File: src/hdl/axi_cfg_pkg.sv
`default_nettype none

// AXI channel widths and payload types shared by the remapper and its testbench
package axi_cfg_pkg;

  // Byte address width on both ports
  parameter int unsigned AddrWidth = 16;

  // Data bus width; one strobe bit covers one byte
  parameter int unsigned DataWidth = 32;
  parameter int unsigned StrbWidth = DataWidth / 8;

  // AXI4 burst length field, beats minus one
  parameter int unsigned LenWidth = 8;

  // Response code width on B and R
  parameter int unsigned RespWidth = 2;

  typedef logic [AddrWidth-1:0] addr_t;
  typedef logic [DataWidth-1:0] data_t;
  typedef logic [StrbWidth-1:0] strb_t;
  typedef logic [LenWidth-1:0]  len_t;
  typedef logic [RespWidth-1:0] resp_t;

endpackage

`default_nettype wire

File: src/hdl/remap_pkg.sv
`default_nettype none

// Sizing defaults for the remap tables and the address channel state type
package remap_pkg;

  // Entries per table, which is also the number of distinct output IDs in use
  parameter int unsigned DefTableSize = 4;

  // Width of the IDs that the manager drives on the subordinate port
  parameter int unsigned DefSlvIdWidth = 4;

  // Width of the IDs towards the downstream subordinate
  // Has to be at least the table index width so every entry can be addressed
  parameter int unsigned DefMstIdWidth = 2;

  // Bursts that may be in flight under one output ID at the same time
  parameter int unsigned DefMaxTxnsPerId = 3;

  // Address channel state
  // Ready forwards new requests, Hold replays a stalled one with a fixed output ID
  typedef enum logic {
    Ready = 1'b0,
    Hold  = 1'b1
  } hold_e;

endpackage

`default_nettype wire

File: src/hdl/id_remap_table.sv
`timescale 1ns/1ps
`default_nettype none

// Remap table for one direction
// Entry i belongs to output ID i and stores the input ID that owns it plus the
// number of bursts in flight under it; an entry with a zero count is free
module id_remap_table #(
  parameter int unsigned TableSize    = remap_pkg::DefTableSize,
  parameter int unsigned SlvIdWidth   = remap_pkg::DefSlvIdWidth,
  parameter int unsigned MaxTxnsPerId = remap_pkg::DefMaxTxnsPerId,
  localparam int unsigned IdxWidth    = ($clog2(TableSize) > 0) ? $clog2(TableSize) : 1
) (
  input  wire logic                  clk_i,
  input  wire logic                  rst_ni,
  // Input ID of the request that waits on the address channel
  input  wire logic [SlvIdWidth-1:0] lookup_id_i,
  output logic                       exists_o,
  output logic      [IdxWidth-1:0]   exists_idx_o,
  output logic                       exists_full_o,
  output logic      [IdxWidth-1:0]   free_idx_o,
  output logic                       free_full_o,
  // Push takes its input ID from lookup_id_i
  input  wire logic                  push_i,
  input  wire logic [IdxWidth-1:0]   push_idx_i,
  // Pop on the final response of a burst
  input  wire logic                  pop_i,
  input  wire logic [IdxWidth-1:0]   pop_idx_i,
  output logic      [SlvIdWidth-1:0] pop_id_o
);

  // Counter must be able to hold MaxTxnsPerId itself
  localparam int unsigned CntWidth = $clog2(MaxTxnsPerId + 1);

  logic [SlvIdWidth-1:0] id_q  [TableSize];
  logic [CntWidth-1:0]   cnt_q [TableSize];
  logic [CntWidth-1:0]   cnt_d [TableSize];
  logic [IdxWidth-1:0]   exists_idx;

  // Lowest entry with a zero count
  // Scanning downwards lets the lowest hit overwrite any higher one
  always_comb begin
    free_idx_o  = '0;
    free_full_o = 1'b1;
    for (int i = TableSize - 1; i >= 0; i--) begin
      if (cnt_q[i] == '0) begin
        free_idx_o  = IdxWidth'(i);
        free_full_o = 1'b0;
      end
    end
  end

  // Lowest busy entry owned by the looked-up input ID
  // Only busy entries count, a free entry may still hold a stale input ID
  always_comb begin
    exists_idx = '0;
    exists_o   = 1'b0;
    for (int i = TableSize - 1; i >= 0; i--) begin
      if ((cnt_q[i] != '0) && (id_q[i] == lookup_id_i)) begin
        exists_idx = IdxWidth'(i);
        exists_o   = 1'b1;
      end
    end
  end

  assign exists_idx_o = exists_idx;

  // The ID has reached its burst limit and must wait for a release
  assign exists_full_o = (cnt_q[exists_idx] == CntWidth'(MaxTxnsPerId));

  // The response carries the output ID, the entry gives back the input ID
  assign pop_id_o = id_q[pop_idx_i];

  // Next counter values
  // A push and a pop in the same cycle are both applied, even to the same entry
  always_comb begin
    cnt_d = cnt_q;
    if (push_i) begin
      cnt_d[push_idx_i] = cnt_d[push_idx_i] + CntWidth'(1);
    end
    if (pop_i) begin
      cnt_d[pop_idx_i] = cnt_d[pop_idx_i] - CntWidth'(1);
    end
  end

  // Counters decide which entries are valid, so they start at zero
  always_ff @(posedge clk_i or negedge rst_ni) begin
    if (!rst_ni) begin
      for (int i = 0; i < TableSize; i++) begin
        cnt_q[i] <= '0;
      end
    end else begin
      cnt_q <= cnt_d;
    end
  end

  // Owner ID is written on every push
  // For a repeated ID the same value is written again
  always_ff @(posedge clk_i) begin
    if (push_i) begin
      id_q[push_idx_i] <= lookup_id_i;
    end
  end

endmodule

`default_nettype wire

File: src/hdl/ax_remap_channel.sv
`timescale 1ns/1ps
`default_nettype none

// Address channel control for AW or AR
// Picks the output ID for the waiting request, pushes it into the table and
// keeps the request stable while the downstream subordinate is not ready
module ax_remap_channel #(
  parameter int unsigned TableSize = remap_pkg::DefTableSize,
  localparam int unsigned IdxWidth = ($clog2(TableSize) > 0) ? $clog2(TableSize) : 1
) (
  input  wire logic                clk_i,
  input  wire logic                rst_ni,
  // Handshake towards the manager
  input  wire logic                slv_valid_i,
  output logic                     slv_ready_o,
  // Handshake towards the subordinate
  output logic                     mst_valid_o,
  input  wire logic                mst_ready_i,
  output logic      [IdxWidth-1:0] mst_idx_o,
  // Table lookups for the waiting input ID
  input  wire logic                exists_i,
  input  wire logic [IdxWidth-1:0] exists_idx_i,
  input  wire logic                exists_full_i,
  input  wire logic [IdxWidth-1:0] free_idx_i,
  input  wire logic                free_full_i,
  // Table push
  output logic                     push_o,
  output logic      [IdxWidth-1:0] push_idx_o
);

  import remap_pkg::*;

  hold_e               state_q;
  hold_e               state_d;
  logic [IdxWidth-1:0] idx_q;
  logic [IdxWidth-1:0] pick_idx;
  logic                space_ok;
  logic                stall;

  // A known ID may go on while it is below its limit
  // A new ID needs a free entry
  assign space_ok = exists_i ? !exists_full_i : !free_full_i;

  // Reusing the owned index keeps responses of one input ID in order
  assign pick_idx   = exists_i ? exists_idx_i : free_idx_i;
  assign push_idx_o = pick_idx;

  // Request went out this cycle in Ready but the subordinate did not take it
  assign stall = (state_q == Ready) && mst_valid_o && !mst_ready_i;

  always_comb begin
    mst_valid_o = 1'b0;
    mst_idx_o   = pick_idx;
    slv_ready_o = 1'b0;
    push_o      = 1'b0;
    state_d     = state_q;
    case (state_q)
      Ready: begin
        // Forward in the same cycle and count the burst right away
        mst_valid_o = slv_valid_i && space_ok;
        push_o      = mst_valid_o;
        slv_ready_o = mst_valid_o && mst_ready_i;
        if (stall) begin
          state_d = Hold;
        end
      end
      Hold: begin
        // The burst is already counted, so there is no second push here
        // The table may change meanwhile, hence the registered index
        mst_valid_o = 1'b1;
        mst_idx_o   = idx_q;
        slv_ready_o = mst_ready_i;
        if (mst_ready_i) begin
          state_d = Ready;
        end
      end
      default: begin
        state_d = Ready;
      end
    endcase
  end

  always_ff @(posedge clk_i or negedge rst_ni) begin
    if (!rst_ni) begin
      state_q <= Ready;
    end else begin
      state_q <= state_d;
    end
  end

  // Index of a stalled request, only read while in Hold
  always_ff @(posedge clk_i) begin
    if (stall) begin
      idx_q <= pick_idx;
    end
  end

endmodule

`default_nettype wire

File: src/hdl/axi_id_remap.sv
`timescale 1ns/1ps
`default_nettype none

// AXI4 ID remapper
// Wide manager IDs are mapped onto a small set of output IDs, one table per
// direction; W, B and R go straight through with only the ID swapped back
module axi_id_remap #(
  parameter int unsigned TableSize    = remap_pkg::DefTableSize,
  parameter int unsigned SlvIdWidth   = remap_pkg::DefSlvIdWidth,
  parameter int unsigned MstIdWidth   = remap_pkg::DefMstIdWidth,
  parameter int unsigned MaxTxnsPerId = remap_pkg::DefMaxTxnsPerId
) (
  input  wire logic                    clk_i,
  input  wire logic                    rst_ni,
  // Subordinate port, AW
  input  wire logic [SlvIdWidth-1:0]   slv_awid_i,
  input  wire axi_cfg_pkg::addr_t      slv_awaddr_i,
  input  wire axi_cfg_pkg::len_t       slv_awlen_i,
  input  wire logic                    slv_awvalid_i,
  output logic                         slv_awready_o,
  // Subordinate port, W
  input  wire axi_cfg_pkg::data_t      slv_wdata_i,
  input  wire axi_cfg_pkg::strb_t      slv_wstrb_i,
  input  wire logic                    slv_wlast_i,
  input  wire logic                    slv_wvalid_i,
  output logic                         slv_wready_o,
  // Subordinate port, B
  output logic      [SlvIdWidth-1:0]   slv_bid_o,
  output axi_cfg_pkg::resp_t           slv_bresp_o,
  output logic                         slv_bvalid_o,
  input  wire logic                    slv_bready_i,
  // Subordinate port, AR
  input  wire logic [SlvIdWidth-1:0]   slv_arid_i,
  input  wire axi_cfg_pkg::addr_t      slv_araddr_i,
  input  wire axi_cfg_pkg::len_t       slv_arlen_i,
  input  wire logic                    slv_arvalid_i,
  output logic                         slv_arready_o,
  // Subordinate port, R
  output logic      [SlvIdWidth-1:0]   slv_rid_o,
  output axi_cfg_pkg::data_t           slv_rdata_o,
  output axi_cfg_pkg::resp_t           slv_rresp_o,
  output logic                         slv_rlast_o,
  output logic                         slv_rvalid_o,
  input  wire logic                    slv_rready_i,
  // Manager port, AW
  output logic      [MstIdWidth-1:0]   mst_awid_o,
  output axi_cfg_pkg::addr_t           mst_awaddr_o,
  output axi_cfg_pkg::len_t            mst_awlen_o,
  output logic                         mst_awvalid_o,
  input  wire logic                    mst_awready_i,
  // Manager port, W
  output axi_cfg_pkg::data_t           mst_wdata_o,
  output axi_cfg_pkg::strb_t           mst_wstrb_o,
  output logic                         mst_wlast_o,
  output logic                         mst_wvalid_o,
  input  wire logic                    mst_wready_i,
  // Manager port, B
  input  wire logic [MstIdWidth-1:0]   mst_bid_i,
  input  wire axi_cfg_pkg::resp_t      mst_bresp_i,
  input  wire logic                    mst_bvalid_i,
  output logic                         mst_bready_o,
  // Manager port, AR
  output logic      [MstIdWidth-1:0]   mst_arid_o,
  output axi_cfg_pkg::addr_t           mst_araddr_o,
  output axi_cfg_pkg::len_t            mst_arlen_o,
  output logic                         mst_arvalid_o,
  input  wire logic                    mst_arready_i,
  // Manager port, R
  input  wire logic [MstIdWidth-1:0]   mst_rid_i,
  input  wire axi_cfg_pkg::data_t      mst_rdata_i,
  input  wire axi_cfg_pkg::resp_t      mst_rresp_i,
  input  wire logic                    mst_rlast_i,
  input  wire logic                    mst_rvalid_i,
  output logic                         mst_rready_o
);

  localparam int unsigned IdxWidth = ($clog2(TableSize) > 0) ? $clog2(TableSize) : 1;

  logic                wr_exists;
  logic [IdxWidth-1:0] wr_exists_idx;
  logic                wr_exists_full;
  logic [IdxWidth-1:0] wr_free_idx;
  logic                wr_free_full;
  logic                wr_push;
  logic [IdxWidth-1:0] wr_push_idx;
  logic                wr_pop;
  logic [IdxWidth-1:0] aw_idx;

  logic                rd_exists;
  logic [IdxWidth-1:0] rd_exists_idx;
  logic                rd_exists_full;
  logic [IdxWidth-1:0] rd_free_idx;
  logic                rd_free_full;
  logic                rd_push;
  logic [IdxWidth-1:0] rd_push_idx;
  logic                rd_pop;
  logic [IdxWidth-1:0] ar_idx;

  // Address payloads pass unchanged, only the ID is replaced
  assign mst_awaddr_o = slv_awaddr_i;
  assign mst_awlen_o  = slv_awlen_i;
  assign mst_araddr_o = slv_araddr_i;
  assign mst_arlen_o  = slv_arlen_i;

  // Table index becomes the output ID, upper bits are zero
  assign mst_awid_o = MstIdWidth'(aw_idx);
  assign mst_arid_o = MstIdWidth'(ar_idx);

  // W has no ID in AXI4 and goes straight through
  assign mst_wdata_o  = slv_wdata_i;
  assign mst_wstrb_o  = slv_wstrb_i;
  assign mst_wlast_o  = slv_wlast_i;
  assign mst_wvalid_o = slv_wvalid_i;
  assign slv_wready_o = mst_wready_i;

  // B closes one write burst
  assign slv_bresp_o  = mst_bresp_i;
  assign slv_bvalid_o = mst_bvalid_i;
  assign mst_bready_o = slv_bready_i;
  assign wr_pop       = mst_bvalid_i && slv_bready_i;

  // Only the last R beat closes a read burst
  assign slv_rdata_o  = mst_rdata_i;
  assign slv_rresp_o  = mst_rresp_i;
  assign slv_rlast_o  = mst_rlast_i;
  assign slv_rvalid_o = mst_rvalid_i;
  assign mst_rready_o = slv_rready_i;
  assign rd_pop       = mst_rvalid_i && slv_rready_i && mst_rlast_i;

  id_remap_table #(
    .TableSize    (TableSize),
    .SlvIdWidth   (SlvIdWidth),
    .MaxTxnsPerId (MaxTxnsPerId)
  ) u_wr_table (
    .clk_i         (clk_i),
    .rst_ni        (rst_ni),
    .lookup_id_i   (slv_awid_i),
    .exists_o      (wr_exists),
    .exists_idx_o  (wr_exists_idx),
    .exists_full_o (wr_exists_full),
    .free_idx_o    (wr_free_idx),
    .free_full_o   (wr_free_full),
    .push_i        (wr_push),
    .push_idx_i    (wr_push_idx),
    .pop_i         (wr_pop),
    .pop_idx_i     (mst_bid_i[IdxWidth-1:0]),
    .pop_id_o      (slv_bid_o)
  );

  id_remap_table #(
    .TableSize    (TableSize),
    .SlvIdWidth   (SlvIdWidth),
    .MaxTxnsPerId (MaxTxnsPerId)
  ) u_rd_table (
    .clk_i         (clk_i),
    .rst_ni        (rst_ni),
    .lookup_id_i   (slv_arid_i),
    .exists_o      (rd_exists),
    .exists_idx_o  (rd_exists_idx),
    .exists_full_o (rd_exists_full),
    .free_idx_o    (rd_free_idx),
    .free_full_o   (rd_free_full),
    .push_i        (rd_push),
    .push_idx_i    (rd_push_idx),
    .pop_i         (rd_pop),
    .pop_idx_i     (mst_rid_i[IdxWidth-1:0]),
    .pop_id_o      (slv_rid_o)
  );

  // Without atomics the two directions never share an output ID
  ax_remap_channel #(
    .TableSize (TableSize)
  ) u_aw_ctrl (
    .clk_i         (clk_i),
    .rst_ni        (rst_ni),
    .slv_valid_i   (slv_awvalid_i),
    .slv_ready_o   (slv_awready_o),
    .mst_valid_o   (mst_awvalid_o),
    .mst_ready_i   (mst_awready_i),
    .mst_idx_o     (aw_idx),
    .exists_i      (wr_exists),
    .exists_idx_i  (wr_exists_idx),
    .exists_full_i (wr_exists_full),
    .free_idx_i    (wr_free_idx),
    .free_full_i   (wr_free_full),
    .push_o        (wr_push),
    .push_idx_o    (wr_push_idx)
  );

  ax_remap_channel #(
    .TableSize (TableSize)
  ) u_ar_ctrl (
    .clk_i         (clk_i),
    .rst_ni        (rst_ni),
    .slv_valid_i   (slv_arvalid_i),
    .slv_ready_o   (slv_arready_o),
    .mst_valid_o   (mst_arvalid_o),
    .mst_ready_i   (mst_arready_i),
    .mst_idx_o     (ar_idx),
    .exists_i      (rd_exists),
    .exists_idx_i  (rd_exists_idx),
    .exists_full_i (rd_exists_full),
    .free_idx_i    (rd_free_idx),
    .free_full_i   (rd_free_full),
    .push_o        (rd_push),
    .push_idx_o    (rd_push_idx)
  );

endmodule

`default_nettype wire

File: config.mk
export PLATFORM = sky130hd
export DESIGN_NAME = axi_id_remap
export DESIGN_NICKNAME = d
export VERILOG_FILES = /design/src/hdl/axi_cfg_pkg.sv /design/src/hdl/remap_pkg.sv /design/src/hdl/id_remap_table.sv /design/src/hdl/ax_remap_channel.sv /design/src/hdl/axi_id_remap.sv
export SDC_FILE = /design/constraint.sdc
export NUM_CORES = 1
export LEC_CHECK = 0
export BUFFER_PORTS_ARGS = -buffer_cell sky130_fd_sc_hd__clkbuf_2
export CAP_MARGIN = 20
export CORE_ASPECT_RATIO = 0.7
export CORE_MARGIN = 4
export CORE_UTILIZATION = 35
export DETAILED_ROUTE_END_ITERATION = 12
export GPL_ROUTABILITY_DRIVEN = 0
export GPL_TIMING_DRIVEN = 1
export PLACE_DENSITY = 0.69
export SYNTH_ARGS = -nofsm -noshare
export SYNTH_HDL_FRONTEND = slang
export SYNTH_HIERARCHICAL = 1
export SYNTH_SLANG_ARGS = --single-unit
File: constraint.sdc
create_clock -name clk_i -period 6.85 [get_ports clk_i]
set_input_delay 1.0275 -clock clk_i [delete_from_list [all_inputs] [get_ports clk_i]]
set_output_delay 1.0275 -clock clk_i [all_outputs]
set_load 0.005 [all_outputs]
; ---- After elaboration in Yosys (flattened, before gate mapping)
; Memories as Yosys holds them, arrays and structs flattened.
; Index checks and enable logic that the tools add are counted.
[totals]
out_inout_bits = 144
n_memories = 2
regBits = 22
ramBits = 32
wordCells = 179
[classes]
muxes = 88
n_lt_le_gt_ge = 10
n_bitwise = 8
n_addsub = 4
eq_ne = 10
reduce_logical = 45
[mem_list]
columns = name, words, word_bits, rd, rd_ports_with_merged_regs, wr, line_no
row1 = u_rd_table.id_q, 4, 4, 5, 0, 1, id_remap_table.sv:34  ; logic [SlvIdWidth-1:0] id_q [TableSize];
row2 = u_wr_table.id_q, 4, 4, 5, 0, 1, id_remap_table.sv:34
[ops]
columns = op, n
row1 = 2-bit two-way mux, 36
row2 = 8-bit bitwise mux, 4
row3 = 4-bit equality test, 8
row4 = 8-bit two-way mux, 4
row5 = 1-bit two-way mux, 28
row6 = 2-bit binary-select mux with 2-bit select, 6
row7 = 1-bit logical AND, 23
row8 = 3-bit greater-or-equal comparator (second input constant), 6
row9 = 2-bit NOT with 3-bit output, 6
row10 = 2-bit demux with 2-bit select, 4
row11 = 2-bit logical NOT, 8
row12 = 2-bit nonzero test, 8
row13 = 3-bit by 1-bit less-than comparator with 1-bit output (second input constant), 4
row14 = 1-bit case mux with 2 select lines, 6
row15 = 1-bit logical NOT, 6
row16 = 2-bit by 1-bit adder with 2-bit output (second input constant), 2
row17 = 2-bit equality test (second input constant), 2
row18 = 2-bit by 1-bit subtractor with 2-bit output (second input constant), 2
row19 = 1-bit NOT, 2

; ---- Logic depth before layout (Yosys ltp)
[logic_depth]
word_depth = 22
mapped_depth = 14
mapped_depth_nobuf = 12

; ---- Modules after synthesis
; The synthesis kept the hierarchy.
[by_module_without_submodules]
columns = mod, seq_area_each_um2, instances, cells_each, area_each_um2
row1 = id_remap_table (u_rd_table), 680.7, 1, 136, 1508.9
row2 = id_remap_table (u_wr_table), 680.7, 1, 122, 1420.1
row3 = axi_id_remap, 0.0, 1, 130, 973.4
row4 = ax_remap_channel, 85.1, 2, 17, 206.4

; ---- Least setup slack after synthesis
; OpenSTA, ideal clock, no wires.
[synth_timing]
path_type = input to register
from = input port slv_arid_i[3]
to = register u_rd_table/cnt_q[7] in the netlist's numbering
n_path_buf = 1
setup_slack_ns = 2.851
arrival_ns = 3.862
cell_stages = 13
required_ns = 6.713
path_cell_list = clkbuf_1 -> xnor2_1 -> nand3_1 -> nor3_1 -> nor2_1 -> nand2_1 -> mux2_4 -> nor3_1 -> nand4b_1 -> xor2_1 -> mux4_2 -> xnor2_1 -> mux2i_1
[synth_lines]
columns = item, line_no
row1 = "start, declared", axi_id_remap.sv:33  ; input wire logic [SlvIdWidth-1:0] slv_arid_i,
row2 = "end signal, assigned", id_remap_table.sv:92  ; cnt_q <= cnt_d;
row3 = "end, declared", id_remap_table.sv:35  ; logic [CntWidth-1:0] cnt_q [TableSize];

==> impl_results.md <==
* Status: complete, no violations
* Sequential area share after synthesis at 35.5%
* Cts repair resizes at 0
* Fin Setup TNS at 0 ns
* Share of cells above drive strength 1 at 24.8%
* Maximum clock insertion buffer count at 2
* Most common cell after layout, fill and taps aside: xnor2_1
* Hold Crit Class: flop to flop
* Final HPWL DP at 6280 um
* Area share of the largest cell type after synthesis at 25.1%
* Post-Syn Area at 4320 um2
* Final Hold Fails at 0
* Crit Path Class: primary input to flop
* DR pass1 iterations at 4
* CTS H-tree depth at 2
* Peak supply drop at 0.158 mV
* Clock buffer count from CTS at 5
* Pwr/cell area at 397 nW/um2
* Number of hold buffers added after CTS at 0
* Vias in the first global route at 2,571
* Cell taking the most area after synthesis: edfxtp_1
* # fillers at 1,215
* Main flop type after synthesis: edfxtp_1
* Vias/cell at 5.21
* Drc violations at 0
* Syn avg cell area at 10.2 um2
* Final Slew Violations at 0
* Gr usage total at 12.0%
* Data arrival time of the worst path at 4.58 ns
* DRT iter0 DRCs at 170
* Fin crit period at 4.43 ns
* IO Count at 290
* Root Buffer: clkbuf_16
* Rel. slew slack at 48.6%
* Initial antenna violation count at 0
* Die Height at 101 um
* Rows at 33
* Buffers on Ports at 43
* Most frequent cells in the layout: 44 x xnor2_1, 43 x clkbuf_2, 36 x edfxtp_1, 34 x nor2_1, 18 x dfrtp_1
* Via count at 2,522
* Synth area leaders: edfxtp_1 25%, buf_4 22%, dfrtp_1 10%, xnor2_1 8.9%, mux4_2 4.7%
* #FFs+latches synth at 54
* Final Net Count at 472
* Ant diodes at 0
* Layout area overhead at -11.8%
* CORE AREA at 11,900 um2
* Die width at 141 um
* Fmax at 226 MHz
* Final Non-Filler Cells at 484
* CP endpoint kind: flop
* Mapped Cells at 422
* Yosys Warn Count at 6
* Crit Path Max Fanout at 8
* Distinct cell type count after synthesis at 53
* Footprint of the multi-input gates at 1710 um2
* Worst Tran Pin Value at 0.765 ns
* RSZ-0062 raised after global routing: no
* CP Data Required Time at 7.01 ns
* FFs w/ async S/R, synth at 33.3%
* CTS tree: built
* Final period utilization at 64.6%
* Die area at 14,200 um2
* Antenna Nets Post-Route at 0
* Maxcap violations at 0
* Wirelength per Cell at 17.4 um
* Number of flops mapped to enable cells by yosys at 36
* Clock transition at the registers of the reported paths at 0.07 ns
* Routed WL at 8410 um
* Postcts setup bufs at 0
* Skew final at 0.00674 ns
* Clk_lat worst skew at 0.29 ns
* CTS Sinks at 54
* Cells after DPL at 476
* Overflow after GRT at 0
* Syn_nets at 568
* Starting density of the core at 36.3%
* Register area at 1530 um2
* Final setup fails at 0
* Largest net degree at the start of global routing at 19
* Startpoint Class: primary input
* Global-route wire length before repair at 13,400 um
* Hold Slack at 0.531 ns
* Leak pwr at 1.40 nW
[worst max-delay path, stage by stage]
cell and delay, ns:
clkbuf_2 0.17, xnor2_1 0.22, nand3_1 0.11, nor3_1 0.47, nor2_1 0.09, nand2_1 0.18
mux2_4 0.35, nor3_1 0.60, nor3b_2 0.62, mux2i_1 0.26, o211ai_1 0.14, xnor2_1 0.23
mux2i_1 0.11
[registers in the layout, summed over array words and instances (netlist names)]
signal	cells
u_aw_ctrl/idx_q	2
u_wr_table/id_q	16
u_rd_table/cnt_q	8
u_ar_ctrl/state_q	1
u_ar_ctrl/idx_q	2
u_wr_table/cnt_q	8
u_rd_table/id_q	16
u_aw_ctrl/state_q	1
[routing by layer]
layer | part of all wire [%] | routed length (um) | track usage [%]
met5 | 0 | 0 | 1.40
met4 | 1.8 | 150 | 4.10
met3 | 12 | 1020 | 6.92
met2 | 44 | 3690 | 18.1
met1 | 42 | 3550 | 14.3
[worst paths after layout]
kind	startpoint	end	slack, ns	cells after the start
max in group asynchronous	rst_ni	u_wr_table/cnt_q[7]$_DFF_PN0_	5.84	1
max reg2reg	u_rd_table/id_q[1][3]$_DFFE_PP_	u_rd_table/cnt_q[7]$_DFF_PN0_	2.96	12
min in group asynchronous	rst_ni	u_wr_table/cnt_q[2]$_DFF_PN0_	0.68	1
min	u_wr_table/cnt_q[1]$_DFF_PN0_	u_wr_table/cnt_q[1]$_DFF_PN0_	0.53	1
max	slv_arid_i[3]	u_rd_table/cnt_q[7]$_DFF_PN0_	2.42	13
min reg2reg	u_wr_table/cnt_q[1]$_DFF_PN0_	u_wr_table/cnt_q[1]$_DFF_PN0_	0.53	1
[Yosys cell counts (all sizes together), types with 2 or more instances]
master	n
and3b	2
buf	137
nand2b	2
a31oi	2
nand4b	2
nand4	6
nand3	8
clkbuf	9
and3	3
nand3b	4
xor2	14
inv	3
o21ai	4
mux2i	7
edfxtp	36
nor4	3
o31ai	2
nor3b	4
nor2b	2
nand2	15
nor3	17
nor2	36
a221oi	2
mux2	12
o21bai	2
mux4	9
dfrtp	18
a21oi	6
xnor2	44
[layout make-up]
type / count / area share (%)
clock buffers: 6 / 3.38
repair buffers: 43 / 5.65
well taps: 157 / 5.16
inverters: 3 / 0.296
flip-flops and latches: 54 / 40.2
clock inverters: 2 / 0.263
multi-input cells: 219 / 45.0
[per-stage QoR]
| step | cell area (um2) | worst slack [ns] | total power, mW | util [%] |
|---|---|---|---|---|
| final | 3810 | 2.42 | 1.51 | 32.0 |
| after global routing | 3810 | 2.05 | 1.62 | 32.0 |
| after CTS | 3810 | 2.50 | 1.52 | 32.0 |
| after detailed placement | 3670 | 2.19 | 1.26 | 30.9 |
| after global placement | 3670 | 2.45 | 1.24 | 30.9 |
| after floorplan | 4320 | 2.85 | 1.15 | - |
[report_power, final]
group / total [mW] / internal [mW] / leakage, nW / switching [mW]
Combinational: 0.679 / 0.323 / 0.788 / 0.356
Sequential: 0.586 / 0.471 / 0.542 / 0.115
Clock: 0.245 / 0.135 / 0.0706 / 0.110
[cell families after synthesis]
group / after synthesis / synth area share (%)
AO/OA/AOI/OAI: 23 / 3.80
XOR/XNOR: 58 / 11.8
buffers and inverters: 149 / 24.8
flip-flops: 54 / 35.5
multiplexers: 28 / 10.1
AND/OR/NAND/NOR: 110 / 14.0
Power figures use the tool's default switching activity.
